<file path="src/common/esaxi_pkg.sv">
`default_nettype none

package esaxi_pkg;

   // ####################
   // emesh address layout
   // ####################
   localparam int link_id_w = 12;    // chip link id
   localparam int group_w   = 4;     // register group inside the link
   localparam int offset_w  = 16;    // register offset inside the group

   localparam int addr_lsb  = 2;     // byte offset bits of a 32-bit word

   // one address word, seen flat by the bus side or split by the decoder
   typedef union packed {
      logic [31:0] word;
      struct packed {
         logic [link_id_w-1:0] link_id;
         logic [group_w-1:0]   group;
         logic [offset_w-1:0]  offset;
      } field;
   } emesh_addr_u;

   // ####################
   // axi codes
   // ####################
   localparam logic [1:0] burst_incr = 2'b01;
   localparam logic [1:0] size_byte  = 2'b00;   // 8-bit transfer
   localparam logic [1:0] size_half  = 2'b01;   // 16-bit transfer
   localparam logic [1:0] resp_okay  = 2'b00;

   // register groups behind the local link id
   localparam logic [group_w-1:0] group_mmr   = 4'hf;   // link config
   localparam logic [group_w-1:0] group_rxmmu = 4'he;
   localparam logic [group_w-1:0] group_txmmu = 4'hd;
   localparam logic [group_w-1:0] group_embox = 4'hc;   // mailbox

endpackage

`default_nettype wire

</file>
<file path="src/axi_read/esaxi_read.sv">
`timescale 1ns/1ps
`default_nettype none

module esaxi_read
   import esaxi_pkg::*;
#(
   parameter int          axi_addr_width = 30,
   parameter logic [11:0] read_tag_addr  = 12'h810
)
(
   input  wire                      s_axi_aclk,
   input  wire                      s_axi_aresetn,
   // read address channel
   input  wire [axi_addr_width-1:0] s_axi_araddr,
   input  wire [1:0]                s_axi_arburst,
   input  wire [7:0]                s_axi_arlen,
   input  wire [2:0]                s_axi_arsize,
   input  wire                      s_axi_arvalid,
   output logic                     s_axi_arready,
   // read data channel
   input  wire                      s_axi_rready,
   output logic                     s_axi_rvalid,
   output logic [31:0]              s_axi_rdata,
   output logic [1:0]               s_axi_rresp,
   output logic                     s_axi_rlast,
   // emesh read request
   output logic                     emrq_access,
   output logic [1:0]               emrq_datamode,
   output logic [3:0]               emrq_ctrlmode,
   output emesh_addr_u              emrq_dstaddr,
   output logic [31:0]              emrq_srcaddr,
   // emesh read response
   input  wire                      emrr_access,
   input  wire [31:0]               emrr_data,
   output logic                     emrr_rd_en,
   // local register readback
   input  wire                      local_rd_valid,
   input  wire [31:0]               local_rd_data,
   // link config
   input  wire [3:0]                ecfg_tx_ctrlmode,
   input  wire [11:0]               ecfg_coreid
);

   logic        read_active;   // ar accepted, last beat not yet taken
   logic        ractive_q;     // delayed copy for the leading edge
   logic        rsp_pending;   // request out, no answer yet
   logic [31:0] rd_addr;
   logic [7:0]  rd_len;        // beats left after the current one
   logic [1:0]  rd_size;
   logic [1:0]  rd_burst;
   logic        r_beat;
   logic        last_rd_beat;
   logic        rsp_take;
   logic [31:0] rsp_data;

   assign r_beat       = s_axi_rvalid & s_axi_rready;
   assign last_rd_beat = r_beat & s_axi_rlast;
   assign s_axi_rresp  = resp_okay;
   assign emrq_srcaddr = {read_tag_addr, {(32-12){1'b0}}};   // tag routes the answer back
   assign emrr_rd_en   = emrr_access & ~local_rd_valid;      // pop remote answers at once
   assign rsp_take     = rsp_pending & (emrr_access | local_rd_valid);
   assign rsp_data     = local_rd_valid ? local_rd_data : emrr_data;   // local wins

   // ####################
   // address channel
   // ####################
   always_ff @(posedge s_axi_aclk)
   begin
      if (!s_axi_aresetn)
      begin
         s_axi_arready <= 1'b0;
         read_active   <= 1'b0;
      end
      else
      begin
         if (!s_axi_arready && !read_active)
            s_axi_arready <= 1'b1;
         else if (s_axi_arvalid)
            s_axi_arready <= 1'b0;
         if (s_axi_arready && s_axi_arvalid)
            read_active <= 1'b1;
         else if (last_rd_beat)
            read_active <= 1'b0;          // one burst at a time
      end
   end

   // beat counter and rlast
   always_ff @(posedge s_axi_aclk)
   begin
      if (!s_axi_aresetn)
      begin
         rd_len      <= 8'd0;
         s_axi_rlast <= 1'b0;
      end
      else if (s_axi_arready && s_axi_arvalid)
      begin
         rd_len      <= s_axi_arlen;
         s_axi_rlast <= (s_axi_arlen == 8'd0);   // single beat burst
      end
      else if (r_beat)
      begin
         rd_len      <= rd_len - 1'b1;
         s_axi_rlast <= (rd_len == 8'd1);
      end
   end

   always_ff @(posedge s_axi_aclk)
   begin
      if (s_axi_arready && s_axi_arvalid)
      begin
         rd_addr  <= {ecfg_coreid[11 -: 32-axi_addr_width], s_axi_araddr};
         rd_size  <= s_axi_arsize[1:0];
         rd_burst <= s_axi_arburst;
      end
      else if (r_beat && rd_burst == burst_incr)
         rd_addr <= {rd_addr[31:addr_lsb] + 1'b1, {addr_lsb{1'b0}}};
   end

   // ####################
   // request generation
   // ####################
   assign emrq_dstaddr.word = rd_addr;   // follows the running address

   always_ff @(posedge s_axi_aclk)
   begin
      if (!s_axi_aresetn)
      begin
         ractive_q   <= 1'b0;
         emrq_access <= 1'b0;
      end
      else
      begin
         ractive_q   <= read_active;
         emrq_access <= (read_active & ~ractive_q) | (r_beat & ~s_axi_rlast);   // one per beat
      end
   end

   always_ff @(posedge s_axi_aclk)
   begin
      emrq_datamode <= rd_size;
      emrq_ctrlmode <= ecfg_tx_ctrlmode;
   end

   // ####################
   // response formatting
   // ####################
   always_ff @(posedge s_axi_aclk)
   begin
      if (!s_axi_aresetn)
      begin
         rsp_pending  <= 1'b0;
         s_axi_rvalid <= 1'b0;
      end
      else
      begin
         if (emrq_access)
            rsp_pending <= 1'b1;
         else if (rsp_take)
            rsp_pending <= 1'b0;      // first answer closes the beat
         if (rsp_take)
            s_axi_rvalid <= 1'b1;
         else if (s_axi_rready)
            s_axi_rvalid <= 1'b0;
      end
   end

   // narrow data copied across the whole word
   always_ff @(posedge s_axi_aclk)
   begin
      if (rsp_take)
      begin
         case (rd_size)
            size_byte: s_axi_rdata <= {4{rsp_data[7:0]}};
            size_half: s_axi_rdata <= {2{rsp_data[15:0]}};
            default:   s_axi_rdata <= rsp_data;
         endcase
      end
   end

endmodule

`default_nettype wire

</file>
<file path="src/axi_write/esaxi_write.sv">
`timescale 1ns/1ps
`default_nettype none

module esaxi_write
   import esaxi_pkg::*;
#(
   parameter int axi_addr_width = 30
)
(
   input  wire                      s_axi_aclk,
   input  wire                      s_axi_aresetn,
   // write address channel
   input  wire [axi_addr_width-1:0] s_axi_awaddr,
   input  wire [1:0]                s_axi_awburst,
   input  wire [2:0]                s_axi_awsize,
   input  wire                      s_axi_awvalid,
   output logic                     s_axi_awready,
   // write data channel
   input  wire [31:0]               s_axi_wdata,
   input  wire [3:0]                s_axi_wstrb,
   input  wire                      s_axi_wlast,
   input  wire                      s_axi_wvalid,
   output logic                     s_axi_wready,
   // write response channel
   input  wire                      s_axi_bready,
   output logic                     s_axi_bvalid,
   output logic [1:0]               s_axi_bresp,
   // emesh write packet
   input  wire                      emwr_progfull,
   output logic                     emwr_access,
   output logic [1:0]               emwr_datamode,
   output logic [3:0]               emwr_ctrlmode,
   output emesh_addr_u              emwr_dstaddr,
   output logic [31:0]              emwr_data,
   // link config
   input  wire [3:0]                ecfg_tx_ctrlmode,
   input  wire [11:0]               ecfg_coreid
);

   logic                write_active;   // between aw and last w beat
   logic [31:0]         wr_addr;        // address of the current beat
   logic [1:0]          wr_size;
   logic [1:0]          wr_burst;
   logic                wr_beat;
   logic                last_wr_beat;
   logic [1:0]          strb_shift;     // count of low zero strobes
   logic                al_valid;       // aligning stage holds a beat
   logic [31:addr_lsb]  al_word;
   logic [1:0]          al_lsb;
   logic [31:0]         al_data;

   assign wr_beat      = s_axi_wready & s_axi_wvalid;
   assign last_wr_beat = wr_beat & s_axi_wlast;
   assign s_axi_bresp  = resp_okay;   // never errors

   // ####################
   // address channel
   // ####################
   always_ff @(posedge s_axi_aclk)
   begin
      if (!s_axi_aresetn)
      begin
         s_axi_awready <= 1'b0;
         write_active  <= 1'b0;
      end
      else
      begin
         if (!s_axi_awready && !write_active && !s_axi_bvalid)
            s_axi_awready <= 1'b1;        // idle, open for a new burst
         else if (s_axi_awvalid)
            s_axi_awready <= 1'b0;
         if (s_axi_awready && s_axi_awvalid)
            write_active <= 1'b1;
         else if (last_wr_beat)
            write_active <= 1'b0;
      end
   end

   // burst attributes and running address
   always_ff @(posedge s_axi_aclk)
   begin
      if (s_axi_awready && s_axi_awvalid)
      begin
         wr_addr  <= {ecfg_coreid[11 -: 32-axi_addr_width], s_axi_awaddr};
         wr_size  <= s_axi_awsize[1:0];
         wr_burst <= s_axi_awburst;
      end
      else if (wr_beat && wr_burst == burst_incr)
         wr_addr <= {wr_addr[31:addr_lsb] + 1'b1, {addr_lsb{1'b0}}};   // next word
   end

   // ####################
   // data and response
   // ####################
   always_ff @(posedge s_axi_aclk)
   begin
      if (!s_axi_aresetn)
         s_axi_wready <= 1'b0;
      else if (last_wr_beat)
         s_axi_wready <= 1'b0;
      else if (write_active)
         s_axi_wready <= ~emwr_progfull;   // stall while tx fifo nearly full
   end

   always_ff @(posedge s_axi_aclk)
   begin
      if (!s_axi_aresetn)
         s_axi_bvalid <= 1'b0;
      else if (last_wr_beat)
         s_axi_bvalid <= 1'b1;
      else if (s_axi_bready)
         s_axi_bvalid <= 1'b0;             // held until host takes it
   end

   // first enabled byte lane decides the shift
   always_comb
   begin
      casez (s_axi_wstrb)
         4'b???1: strb_shift = 2'd0;
         4'b??10: strb_shift = 2'd1;
         4'b?100: strb_shift = 2'd2;
         default: strb_shift = 2'd3;
      endcase
   end

   // ####################
   // emesh packet
   // ####################
   always_ff @(posedge s_axi_aclk)
   begin
      if (!s_axi_aresetn)
      begin
         al_valid    <= 1'b0;
         emwr_access <= 1'b0;
      end
      else
      begin
         al_valid    <= wr_beat;
         emwr_access <= al_valid;          // two cycles after the w beat
      end
   end

   always_ff @(posedge s_axi_aclk)
   begin
      if (wr_beat)
      begin
         al_word <= wr_addr[31:addr_lsb];   // address before the increment
         al_lsb  <= strb_shift;
         al_data <= s_axi_wdata >> {strb_shift, 3'b000};
      end
      if (al_valid)
      begin
         emwr_dstaddr.word <= {al_word, al_lsb};
         emwr_data         <= al_data;
         emwr_datamode     <= wr_size;
         emwr_ctrlmode     <= ecfg_tx_ctrlmode;
      end
   end

endmodule

`default_nettype wire

</file>
<file path="src/design/esaxi.sv">
`timescale 1ns/1ps
`default_nettype none

module esaxi
#(
   parameter int          axi_addr_width = 30,
   parameter logic [11:0] elink_id       = 12'h810,   // local link id
   parameter logic [11:0] read_tag_addr  = 12'h810    // read source tag
)
(
   input  wire                      s_axi_aclk,
   input  wire                      s_axi_aresetn,
   // axi write address and data
   input  wire [axi_addr_width-1:0] s_axi_awaddr,
   input  wire [1:0]                s_axi_awburst,
   input  wire [2:0]                s_axi_awsize,
   input  wire                      s_axi_awvalid,
   output wire                      s_axi_awready,
   input  wire [31:0]               s_axi_wdata,
   input  wire [3:0]                s_axi_wstrb,
   input  wire                      s_axi_wlast,
   input  wire                      s_axi_wvalid,
   output wire                      s_axi_wready,
   input  wire                      s_axi_bready,
   output wire                      s_axi_bvalid,
   output wire [1:0]                s_axi_bresp,
   // axi read address and data
   input  wire [axi_addr_width-1:0] s_axi_araddr,
   input  wire [1:0]                s_axi_arburst,
   input  wire [7:0]                s_axi_arlen,
   input  wire [2:0]                s_axi_arsize,
   input  wire                      s_axi_arvalid,
   output wire                      s_axi_arready,
   input  wire                      s_axi_rready,
   output wire                      s_axi_rvalid,
   output wire [31:0]               s_axi_rdata,
   output wire [1:0]                s_axi_rresp,
   output wire                      s_axi_rlast,
   // emesh write packets
   input  wire                      emwr_progfull,
   output wire                      emwr_access,
   output wire [1:0]                emwr_datamode,
   output wire [3:0]                emwr_ctrlmode,
   output wire [31:0]               emwr_dstaddr,
   output wire [31:0]               emwr_data,
   // emesh read requests
   output wire                      emrq_access,
   output wire [1:0]                emrq_datamode,
   output wire [3:0]                emrq_ctrlmode,
   output wire [31:0]               emrq_dstaddr,
   output wire [31:0]               emrq_srcaddr,
   // emesh read responses
   input  wire                      emrr_access,
   input  wire [31:0]               emrr_data,
   output wire                      emrr_rd_en,
   // register bus
   output wire                      mi_we,
   output wire [19:0]               mi_addr,
   output wire [31:0]               mi_din,
   output wire                      mi_ecfg_sel,
   output wire                      mi_rx_emmu_sel,
   output wire                      mi_tx_emmu_sel,
   output wire                      mi_embox_sel,
   input  wire [31:0]               mi_ecfg_dout,
   input  wire [31:0]               mi_rx_emmu_dout,
   input  wire [31:0]               mi_tx_emmu_dout,
   input  wire [31:0]               mi_embox_dout,
   // link config
   input  wire [3:0]                ecfg_tx_ctrlmode,
   input  wire [11:0]               ecfg_coreid
);

   wire        local_rd_valid;   // register readback strobe
   wire [31:0] local_rd_data;

   // ####################
   // write and read paths
   // ####################
   esaxi_write #(
      .axi_addr_width (axi_addr_width)
   ) u_write (
      .emwr_dstaddr   (emwr_dstaddr),
      .*
   );

   esaxi_read #(
      .axi_addr_width (axi_addr_width),
      .read_tag_addr  (read_tag_addr)
   ) u_read (
      .emrq_dstaddr   (emrq_dstaddr),
      .*
   );

   // local register decode on both packet streams
   esaxi_regif #(
      .elink_id       (elink_id)
   ) u_regif (
      .emwr_dstaddr   (emwr_dstaddr),
      .emrq_dstaddr   (emrq_dstaddr),
      .*
   );

endmodule

`default_nettype wire

</file>
<file path="src/design/esaxi_regif.sv">
`timescale 1ns/1ps
`default_nettype none

module esaxi_regif
   import esaxi_pkg::*;
#(
   parameter logic [link_id_w-1:0] elink_id = 12'h810
)
(
   input  wire                         s_axi_aclk,
   input  wire                         s_axi_aresetn,
   // packet streams from the write and read paths
   input  wire                         emwr_access,
   input  wire emesh_addr_u            emwr_dstaddr,
   input  wire [31:0]                  emwr_data,
   input  wire                         emrq_access,
   input  wire emesh_addr_u            emrq_dstaddr,
   // register bus
   output logic                        mi_we,
   output logic [group_w+offset_w-1:0] mi_addr,
   output logic [31:0]                 mi_din,
   output logic                        mi_ecfg_sel,
   output logic                        mi_rx_emmu_sel,
   output logic                        mi_tx_emmu_sel,
   output logic                        mi_embox_sel,
   input  wire [31:0]                  mi_ecfg_dout,
   input  wire [31:0]                  mi_rx_emmu_dout,
   input  wire [31:0]                  mi_tx_emmu_dout,
   input  wire [31:0]                  mi_embox_dout,
   // readback to the read path
   output logic                        local_rd_valid,
   output logic [31:0]                 local_rd_data
);

   logic               mi_wr;       // local write this cycle
   logic               mi_rd;       // local read this cycle
   logic               mi_en;
   logic [group_w-1:0] mi_group;
   logic               ecfg_q;      // selects seen by last cycle's read
   logic               rx_emmu_q;
   logic               tx_emmu_q;
   logic               embox_q;

   // ####################
   // decode
   // ####################
   assign mi_wr    = emwr_access & (emwr_dstaddr.field.link_id == elink_id);
   assign mi_rd    = emrq_access & (emrq_dstaddr.field.link_id == elink_id);
   assign mi_en    = mi_wr | mi_rd;
   assign mi_we    = mi_wr;
   assign mi_din   = emwr_data;   // 32-bit writes only
   assign mi_addr  = mi_wr ? {emwr_dstaddr.field.group, emwr_dstaddr.field.offset}
                           : {emrq_dstaddr.field.group, emrq_dstaddr.field.offset};
   assign mi_group = mi_addr[group_w+offset_w-1:offset_w];

   assign mi_ecfg_sel    = mi_en & (mi_group == group_mmr);
   assign mi_rx_emmu_sel = mi_en & (mi_group == group_rxmmu);
   assign mi_tx_emmu_sel = mi_en & (mi_group == group_txmmu);
   assign mi_embox_sel   = mi_en & (mi_group == group_embox);

   // ####################
   // readback
   // ####################
   always_ff @(posedge s_axi_aclk)
   begin
      if (!s_axi_aresetn)
      begin
         ecfg_q         <= 1'b0;
         rx_emmu_q      <= 1'b0;
         tx_emmu_q      <= 1'b0;
         embox_q        <= 1'b0;
         local_rd_valid <= 1'b0;
      end
      else
      begin
         ecfg_q         <= mi_ecfg_sel;
         rx_emmu_q      <= mi_rx_emmu_sel;
         tx_emmu_q      <= mi_tx_emmu_sel;
         embox_q        <= mi_embox_sel;
         local_rd_valid <= mi_rd;   // register data valid one cycle later
      end
   end

   always_comb
   begin
      if (ecfg_q)
         local_rd_data = mi_ecfg_dout;
      else if (rx_emmu_q)
         local_rd_data = mi_rx_emmu_dout;
      else if (tx_emmu_q)
         local_rd_data = mi_tx_emmu_dout;
      else
         local_rd_data = mi_embox_dout;   // embox or unknown group
   end

endmodule

`default_nettype wire

</file>
<file path="config.mk">
export PLATFORM = sky130hd
export DESIGN_NAME = esaxi
export DESIGN_NICKNAME = d
export VERILOG_FILES = /design/src/common/esaxi_pkg.sv /design/src/axi_read/esaxi_read.sv /design/src/axi_write/esaxi_write.sv /design/src/design/esaxi.sv /design/src/design/esaxi_regif.sv
export SDC_FILE = /design/constraint.sdc
export NUM_CORES = 1
export LEC_CHECK = 0
export BUFFER_PORTS_ARGS = -buffer_cell sky130_fd_sc_hd__clkbuf_2
export CORE_AREA = 2 2 210 212
export DETAILED_ROUTE_END_ITERATION = 8
export DIE_AREA = 0 0 212 214
export MAX_ROUTING_LAYER = met4
export PLACE_DENSITY = 0.63
export SLEW_MARGIN = 20
export SYNTH_ARGS = -nofsm -noshare
export SYNTH_HDL_FRONTEND = slang
export SYNTH_SLANG_ARGS = --single-unit
</file>
<file path="constraint.sdc">
create_clock -name s_axi_aclk -period 5.6 [get_ports s_axi_aclk]
set_clock_uncertainty 0.2 [all_clocks]
set_input_delay 1.68 -clock s_axi_aclk [delete_from_list [all_inputs] [get_ports s_axi_aclk]]
set_output_delay 1.68 -clock s_axi_aclk [all_outputs]
set_load 0.005 [all_outputs]
</file>
==> impl_metrics.yaml, run 1 <==
clocking:
  cts_root_buf: "sky130_fd_sc_hd__clkbuf_16"
  tritoncts_num_sinks: 267
  max-clock-path-buffers: 3
  post_cts_resize_count: 0
  tritoncts: "yes"
  number_of_buffers_inserted_during_clock_tree_synthesis: 30
  clock_latency_ps: 560
  clock_transition_at_the_registers_of_the_reported_paths_ps: 60
  post-cts-setup-buffers: 0
  cts.hold.buffers_added: 0
  cts-htree-levels: 1
detailed_routing:
  antenna_violating_nets_post_route: 0
  vias_after_detailed_routing: 10800
  vias_per_cell: 4.94
  drt_pre_antenna_iters: 5
  drt_drc_violations_left: 0
  drt_wl_total_um: 44300
  initialDrtViolationCount: 746
  avgRoutedWirePerCell_um: 20.2
logic_synthesis:
  yosysSeqAreaShare_pct: 58.9
  netlist.area_leader.share_pct: 54.2
  syn-mean-instance-area_um2: 11.3
  number_of_storage_elements_in_the_synthesis_netlist: 267
  yosys.cell_count.top_type: "sky130_fd_sc_hd__edfxtp_1"
  synth_cell_types: 58
  post_synth_instance_area_um2: 13100
  synth_top_cell_by_area: "sky130_fd_sc_hd__edfxtp_1"
  synth_edf_count: 236
  synth-async-reset-ratio_pct: 0
  synthTopCellsByCount: "sky130_fd_sc_hd__edfxtp_1, sky130_fd_sc_hd__nand2_1, sky130_fd_sc_hd__o21ai_0"
  synthTopCellsByArea: "sky130_fd_sc_hd__edfxtp_1, sky130_fd_sc_hd__dfxtp_1, sky130_fd_sc_hd__buf_4"
  synth_warnings: 0
  yosys_most_used_dff: "sky130_fd_sc_hd__edfxtp_1"
  synthesis.instances: 1155
outcome:
  status: "finished, final reports clean"
global_route:
  grt_pass1_vias: 10400
  grt_overflow: 0
  global_route_wire_length_before_repair_um: 63700
  grtUsageTotal_pct: 19.0
  antenna_found_initial: 4
  maximum_number_of_pins_on_one_net_before_global_route_repair: 76
pwr:
  switching_power_mw: 1.12
  vdd_ir_drop_max_v: 0.000220
  power_frac_seq_pct: 49.4
  swShare_pct: 23.7
  clock_power_share_pct: 41.5
  cellPowerDensity_nw_per_um2: 281
  cellLeakagePower_nw: 6.58
  power_report.internal_total_mw: 3.59
  combinational_share_of_power_pct: 9.1
timing:
  measured_slew_at_the_worst_slew_check_pin_ps: 1040
  max_freq_ghz: 0.198
  final.setup.tns_ps: 0
  post_route_minimum_period_ps: 5040
  finalHoldViolCount: 0
  maxSlewViolCount: 0
  rsz0062_at_grt: "no"
  final.period_utilization_pct: 90.0
  fin_worst_hold_slack_ps: 213
  timing.slew.headroom_pct: 30.3
  finalSetupViolations: 0
layout:
  finalNetCount: 1892
  syn2layout_area_growth_pct: 28.1
  fill_cells: 4225
  multiInputGateArea_um2: 4660
  layout.area.seq_um2: 7710
  share_of_layout_cells_above_drive_strength_1_pct: 37.7
floorplan:
  boundaryPins: 542
  die_width_um: 212
  core_region_area_um2: 42900
  die_boundary_height_um: 214
  start_util_pct: 30.5
  placementRows: 76
  design.die.area_um2: 45400
place:
  dp.final_hpwl_um: 33600
  port_buffers: 490
  place_congestion: 0.928
setup_path:
  crit_path_start_kind: "flip-flop"
  timing.critical_path.fanout_max: 10
  critPathArrivalTime_ps: 3160
  cp_data_required_time_ps: 3720
  critical_path.endpoint_type: "output port"
  timing.setup.critical_path_class: "flip-flop to output port"
worst_hold_path:
  type_of_the_worst_min_delay_path: "flip-flop to flip-flop"
flow_run:
  drv.max_cap_violation_count: 0
==> kinds of logic (layout without fill, tap and decap cells) <==
logic type | after synthesis | in the layout | synth area share [%]
AO/OA/AOI/OAI | 279 | 279 | 13.6
XOR/XNOR | 30 | 30 | 2.01
adder cells (fa/ha/maj) | 4 | 4 | 0.383
flip-flops | 267 | 267 | 58.9
buffers and inverters | 160 | 582 | 6.61
other | 2 | 38 | 0.0574
multiplexers | 51 | 51 | 4.29
AND/OR/NAND/NOR | 362 | 362 | 14.1
==> per-stage QoR <==
| step | area [µm²] | total power [mW] | instances | setup slack, ps | utilization [%] |
|---|---|---|---|---|---|
| 3_5_place_dp | 15700 | 2.79 | 2140 | 1190 | 36.7 |
| 3_3_place_gp | 15700 | 2.78 | 2140 | 1320 | 36.7 |
| 6_report | 16800 | 4.71 | 2198 | 558 | 39.1 |
| 2_1_floorplan | 13200 | 2.57 | 1189 | 564 | - |
| 4_1_cts | 16700 | 4.76 | 2195 | 553 | 39.0 |
| 5_1_grt | 16800 | 4.89 | 2198 | 390 | 39.1 |
==> layout by cell type, fill, tap and decap left out, types with 17 or more instances in the layout <==
| cell type | synthesis | layout |
|---|---|---|
| sky130_fd_sc_hd__clkbuf_2 | 0 | 490 |
| sky130_fd_sc_hd__edfxtp_1 | 236 | 236 |
| sky130_fd_sc_hd__nand2_1 | 129 | 128 |
| sky130_fd_sc_hd__o21ai_0 | 76 | 75 |
| sky130_fd_sc_hd__nor2_1 | 62 | 62 |
| sky130_fd_sc_hd__a31oi_1 | 54 | 54 |
| sky130_fd_sc_hd__mux2_2 | 41 | 41 |
| sky130_fd_sc_hd__conb_1 | 2 | 36 |
| sky130_fd_sc_hd__a21oi_1 | 32 | 32 |
| sky130_fd_sc_hd__clkbuf_16 | 0 | 30 |
| sky130_fd_sc_hd__dfxtp_1 | 31 | 27 |
| sky130_fd_sc_hd__nand3_1 | 24 | 24 |
| sky130_fd_sc_hd__inv_1 | 22 | 22 |
| sky130_fd_sc_hd__nand2b_1 | 20 | 20 |
| sky130_fd_sc_hd__xor2_1 | 20 | 20 |
| sky130_fd_sc_hd__o31ai_1 | 19 | 19 |
| sky130_fd_sc_hd__nand4_1 | 18 | 18 |
| sky130_fd_sc_hd__or4_1 | 18 | 18 |
| sky130_fd_sc_hd__o22ai_1 | 17 | 17 |
==> routing by layer <==
layer | vias up | global-route usage (%) | wire, µm
met5 | - | - | 0
met2 | 469 | 33.8 | 22800
li1 | 5130 | - | -
met4 | 0 | 7.54 | 1660
met3 | 69 | 2.81 | 2740
met1 | 5180 | 21.2 | 17100
==> registers in the layout, indices dropped and copies added (netlist names), 2 cells and up <==
name,cells
u_write.emwr_datamode,2
u_read.emrq_dstaddr,32
u_write.al_word,30
u_read.emrq_datamode,2
u_write.al_data,32
u_read.emrq_ctrlmode,4
u_read.rd_len,8
u_write.wr_burst,2
u_write.emwr_dstaddr,32
u_read.rd_burst,2
u_write.emwr_ctrlmode,4
u_read.rd_size,2
u_read.s_axi_rdata,32
u_write.wr_size,2
u_write.al_lsb,2
u_write.emwr_data,32
u_write.wr_addr,30
==> final timing paths <==
check	from	end	slack, ps	cells past startpoint
setup / recovery	u_write.emwr_dstaddr[20]	mi_embox_sel	560	6
hold / removal	u_write.al_word[24]	u_write.emwr_dstaddr[24]	210	0
setup reg to reg	u_write.emwr_dstaddr[20]	u_regif.tx_emmu_q	2420	5
hold reg to reg	u_write.al_word[24]	u_write.emwr_dstaddr[24]	210	0
==> power by group through the flow <==
stage / logic [mW] / clock network (mW) / registers (mW)
after floorplan: 0.227 / 0 / 2.35
after global placement: 0.415 / 0 / 2.37
after detailed placement: 0.421 / 0 / 2.37
after CTS: 0.425 / 2.01 / 2.33
after global routing: 0.472 / 2.08 / 2.34
final: 0.427 / 1.96 / 2.33
==> critical path, stage by stage, from the launching register on <==
cell and delay, ps:
sky130_fd_sc_hd__edfxtp_1 390, sky130_fd_sc_hd__nor4_1 320, sky130_fd_sc_hd__nand4_1 660, sky130_fd_sc_hd__mux2i_1 600
sky130_fd_sc_hd__inv_1 160, sky130_fd_sc_hd__a211oi_1 290, sky130_fd_sc_hd__clkbuf_2 170
==> layout make-up <==
| type | instances | area share, % |
|---|---|---|
| Tap cell | 585 | 4.37 |
| Clock buffer | 36 | 4.74 |
| Clock inverter | 19 | 1.11 |
| Timing Repair Buffer | 503 | 15.3 |
| Inverter | 24 | 0.538 |
| Sequential cell | 267 | 46.1 |
| Antenna cell | 2 | 0.0299 |
| Multi-Input combinational cell | 762 | 27.8 |
No activity file was read; power rests on OpenSTA's default activity.
==> run 2, diff against run 1 <==
- RECOVER_POWER: not set -> 50
==> run 2 against run 1 <==
Compared with the run above:
- final cell count did not move
- global-route usage did not move
- non-clock buffer count did not move
- sequential share of layout area rose by 0.18 points
- critical endpoint unchanged
- the run now ends with capacitance limit, slew limit left
- total power fell by 0.11%
- fmax fell by 0.41%
- hold slack barely moved
- utilization fell by 0.17 points
- setup slack got worse by 21 ps
- routed wire length barely moved
==> impl_metrics.yaml, run 2 (synthesized netlist as in run 1, its figures left out) <==
timing:
  measured_slew_at_the_worst_slew_check_pin_ps: 3280
  maxSlewViolCount: 201
  max_freq_ghz: 0.198
  post_route_minimum_period_ps: 5060
  finalHoldViolCount: 0
  timing.slew.headroom_pct: -119
  timing.final.ws_setup_ps: 538
  final.period_utilization_pct: 90.4
  final.setup.tns_ps: 0
  rsz0062_at_grt: "no"
  finalSetupViolations: 0
setup_path:
  critPathArrivalTime_ps: 3180
  critical_register_to_register_path_startpoint: "u_regif.local_rd_valid"
  critPathLaunch: "u_write.emwr_dstaddr[20]"
  timing.setup.critical_path_class: "flip-flop to output port"
  timing.critical_path.fanout_max: 10
  r2r.worst_path.cells: 3
  crit_path_start_kind: "flip-flop"
  critical_path.endpoint_type: "output port"
  cp_data_required_time_ps: 3720
global_route:
  grt_pass1_vias: 10400
  antenna_found_initial: 4
  maximum_number_of_pins_on_one_net_before_global_route_repair: 76
  global_route_wire_length_before_repair_um: 63700
  grt_overflow: 0
  grtUsageTotal_pct: 19.0
floorplan:
  boundaryPins: 542
  design.die.area_um2: 45400
  core_region_area_um2: 42900
  die_width_um: 212
  die_boundary_height_um: 214
  start_util_pct: 30.5
  placementRows: 76
clocking:
  max-clock-path-buffers: 3
  cts_root_buf: "sky130_fd_sc_hd__clkbuf_16"
  post_cts_resize_count: 0
  tritoncts_num_sinks: 267
  post-cts-setup-buffers: 0
  number_of_buffers_inserted_during_clock_tree_synthesis: 30
  clock_latency_ps: 560
  cts.hold.buffers_added: 0
  cts-htree-levels: 1
  tritoncts: "yes"
  clock_transition_at_the_registers_of_the_reported_paths_ps: 60
pwr:
  cellPowerDensity_nw_per_um2: 282
  cellLeakagePower_nw: 6.49
  vdd_ir_drop_max_v: 0.000220
detailed_routing:
  avgRoutedWirePerCell_um: 20.2
  drt_pre_antenna_iters: 5
  drt_wl_total_um: 44400
  drt_drc_violations_left: 0
  vias_after_detailed_routing: 10900
  initialDrtViolationCount: 765
  vias_per_cell: 4.95
  antenna_violating_nets_post_route: 0
layout:
  final_cell_mix: "sky130_fd_sc_hd__clkbuf_2, sky130_fd_sc_hd__edfxtp_1, sky130_fd_sc_hd__nand2_1"
  finalNetCount: 1892
  share_of_layout_cells_above_drive_strength_1_pct: 35.9
  layout_commonest_cell: "sky130_fd_sc_hd__clkbuf_2"
  syn2layout_area_growth_pct: 27.5
worst_hold_path:
  worstHoldStart: "u_write.al_word[24]"
  type_of_the_worst_min_delay_path: "flip-flop to flip-flop"
  timing.hold.worst_path_depth: 0
outcome:
  violations: "capacitance limit, slew limit"
  status: "finished with violations"
place:
  place_congestion: 0.928
  dp.final_hpwl_um: 33600
  detailedPlace.worstSlack_ps: 1190
  port_buffers: 490
flow_run:
  drv.max_cap_violation_count: 4
run 2: stage by stage:
step | hold slack (ps) | utilization, % | area, µm² | instances | total power, mW
CTS | 213 | 39.0 | 16700 | 2195 | 4.76
detailed placement | 205 | 36.7 | 15700 | 2140 | 2.79
floorplan | 154 | - | 13200 | 1189 | 2.57
finish | 213 | 38.9 | 16700 | 2198 | 4.71
global placement | 201 | 36.7 | 15700 | 2140 | 2.78
global route | 223 | 38.9 | 16700 | 2198 | 4.89
run 2: cell type report:
class	count	area (µm²)
diodes	2	5.00
clock buffers	36	793
clock inverters	19	186
fillers	4246	26200
inverters	24	90.1
multi-input cells	762	4650
flip-flops and latches	267	7710
well taps	585	732
repair buffers	503	2510
run 2: power breakdown:
group / internal (mW) / switching (mW) / total [mW] / leakage, nW
registers: 2.26 / 0.0708 / 2.33 / 2.41
clock network: 1.15 / 0.808 / 1.95 / 0.474
logic: 0.188 / 0.234 / 0.423 / 3.61
total: 3.59 / 1.11 / 4.71 / 6.49
run 2: critical path, cell delays in order, from the launching register on:
cell,delay (ps)
sky130_fd_sc_hd__edfxtp_1,390
sky130_fd_sc_hd__nor4_1,320
sky130_fd_sc_hd__nand4_1,660
sky130_fd_sc_hd__mux2i_1,610
sky130_fd_sc_hd__inv_1,160
sky130_fd_sc_hd__a211oi_1,300
sky130_fd_sc_hd__clkbuf_2,180
run 2: worst paths after layout:
| kind | endpoint | slack (ps) |
|---|---|---|
| worst max-delay path | mi_embox_sel | 540 |
| worst min-delay path | u_write.emwr_dstaddr[24] | 210 |
| worst max register to register | u_read.s_axi_rdata[26] | 1510 |
| worst min register to register | u_write.emwr_dstaddr[24] | 210 |
run 2: routing by layer:
layer  up-vias  wire [µm]  track usage [%]
li1       5124          -                -
met1      5184      17300             21.2
met4         0       1710             7.54
met5         -          0                -
met3        81       2680             2.81
met2       487      22700             33.8
==> run 3, diff against run 2 <==
- MAX_ROUTING_LAYER: met4 -> not set
==> run 3 against run 2 <==
Compared with the run above:
- the flow still finishes with violations (capacitance limit, slew limit)
- via count is 0.75% higher
- register-to-register slack better by 80 ps
- flip-flop and latch count stayed put
- sequential share of layout area is 0.16 points lower
==> impl_metrics.yaml, run 3 (synthesized netlist as in run 1, its figures left out) <==
outcome:
  violations: "capacitance limit, slew limit"
  status: "finished with violations"
clocking:
  cts.hold.buffers_added: 0
  cts_root_buf: "sky130_fd_sc_hd__clkbuf_16"
  clock_latency_ps: 570
  tritoncts_num_sinks: 267
  number_of_buffers_inserted_during_clock_tree_synthesis: 30
  post-cts-setup-buffers: 0
  max-clock-path-buffers: 3
  tritoncts: "yes"
  cts-htree-levels: 1
  clock_transition_at_the_registers_of_the_reported_paths_ps: 60
  post_cts_resize_count: 0
global_route:
  grtUsageTotal_pct: 18.7
  grt_overflow: 0
  global_route_wire_length_before_repair_um: 64400
  maximum_number_of_pins_on_one_net_before_global_route_repair: 76
  grt_pass1_vias: 10700
  antenna_found_initial: 3
setup_path:
  timing.critical_path.fanout_max: 10
  critPathArrivalTime_ps: 3090
  cp_slowest_cell: "sky130_fd_sc_hd__nand4_1"
  cp_data_required_time_ps: 3720
  critical_path.n_buffers_inverters: 2
  critical_path.endpoint_type: "output port"
  crit_path_start_kind: "flip-flop"
  setup.reg_to_reg.worst_slack_ps: 1590
  timing.setup.critical_path_class: "flip-flop to output port"
  worstPathCellList: "nor4b_1 > nand4_1 > mux2i_1 > inv_1 > a211oi_1 > clkbuf_2"
  max_stage_delay_ps: 610
  timing.critical_path.max_delay_family: "simple AND/OR/NAND/NOR gates"
floorplan:
  die_boundary_height_um: 214
  design.die.area_um2: 45400
  placementRows: 76
  start_util_pct: 30.5
  die_width_um: 212
  boundaryPins: 542
  core_region_area_um2: 42900
layout:
  finalNetCount: 1893
  layout.core_utilization_pct: 39.0
  share_of_layout_cells_above_drive_strength_1_pct: 36.2
  final_cell_mix: "sky130_fd_sc_hd__clkbuf_2, sky130_fd_sc_hd__edfxtp_1, sky130_fd_sc_hd__nand2_1"
  final_area_um2: 16700
  multiInputGateArea_um2: 4640
  fill_cells: 4250
  layout_commonest_cell: "sky130_fd_sc_hd__clkbuf_2"
  insertedDiodeCount: 0
  syn2layout_area_growth_pct: 27.9
  layout.area.seq_um2: 7710
detailed_routing:
  vias_after_detailed_routing: 11000
  vias_per_cell: 4.99
  initialDrtViolationCount: 820
  drt_drc_violations_left: 0
  drt_pre_antenna_iters: 5
  drt_wl_total_um: 44600
  antenna_violating_nets_post_route: 0
  avgRoutedWirePerCell_um: 20.3
place:
  dpl_cell_area_um2: 15700
  dp.final_hpwl_um: 33600
  place_congestion: 0.921
  port_buffers: 490
timing:
  final.setup.tns_ps: 0
  final.period_utilization_pct: 88.7
  finalHoldViolCount: 0
  timing.slew.headroom_pct: -101
  post_route_minimum_period_ps: 4970
  max_freq_ghz: 0.201
  rsz0062_at_grt: "no"
  measured_slew_at_the_worst_slew_check_pin_ps: 3010
  maxSlewViolCount: 176
  finalSetupViolations: 0
worst_hold_path:
  type_of_the_worst_min_delay_path: "flip-flop to flip-flop"
pwr:
  cellLeakagePower_nw: 6.54
  cellPowerDensity_nw_per_um2: 286
  vdd_ir_drop_max_v: 0.000257
flow_run:
  drv.max_cap_violation_count: 4
## run 3: cell types whose count changed in the layout (fill, tap and decap cells not counted), moves of 2 or more
cell                         before  now
sky130_fd_sc_hd__clkinv_1         7    4
sky130_fd_sc_hd__clkinv_2         6    8
sky130_fd_sc_hd__clkinvlp_4       3    1
sky130_fd_sc_hd__diode_2          2    0
sky130_fd_sc_hd__inv_6            0    2
## run 3: cell type report
type / instances / share of cell area, %
multi-input cells: 762 / 27.7
clock inverters: 18 / 1.25
clock buffers: 38 / 4.85
well taps: 585 / 4.37
inverters: 24 / 0.538
flip-flops and latches: 267 / 46.1
repair buffers: 504 / 15.2
## run 3: per-stage QoR
step,worst slack [ps],cells,total power [mW],hold WS [ps]
after floorplan,564,1189,2.57,154
after global placement,1310,2141,2.78,201
after detailed placement,1280,2141,2.79,205
after CTS,662,2197,4.84,214
after global routing,470,2198,4.98,223
final,634,2198,4.79,211
## run 3: worst paths after layout
| kind | from | end | cells past startpoint |
|---|---|---|---|
| worst min register to register | u_write.al_word[9] | u_write.emwr_dstaddr[9] | 0 |
| worst max-delay path | u_write.emwr_dstaddr[26] | mi_embox_sel | 6 |
| worst min-delay path | u_write.al_word[9] | u_write.emwr_dstaddr[9] | 0 |
| worst max register to register | u_regif.local_rd_valid | u_read.s_axi_rdata[26] | 3 |
## run 3: per-layer routing
layer / track usage, % / up-vias / share of wire (%)
met4: 8.36 / 0 / 4.2
met5: 0 / - / 0
met1: 21.3 / 5209 / 37
met2: 33.9 / 528 / 51
li1: - / 5128 / -
met3: 3.28 / 93 / 7.5
## run 3: worst register-to-register path: stages, from the launching register on
cell,delay (ps)
sky130_fd_sc_hd__dfxtp_2,310
sky130_fd_sc_hd__buf_4,530
sky130_fd_sc_hd__nor2_1,230
sky130_fd_sc_hd__nor2b_1,2240
## run 3: power breakdown
group / switching, mW / internal, mW / total [mW]
registers: 0.0666 / 2.26 / 2.33
logic: 0.237 / 0.191 / 0.427
clock network: 0.826 / 1.21 / 2.04
total: 1.13 / 3.66 / 4.79
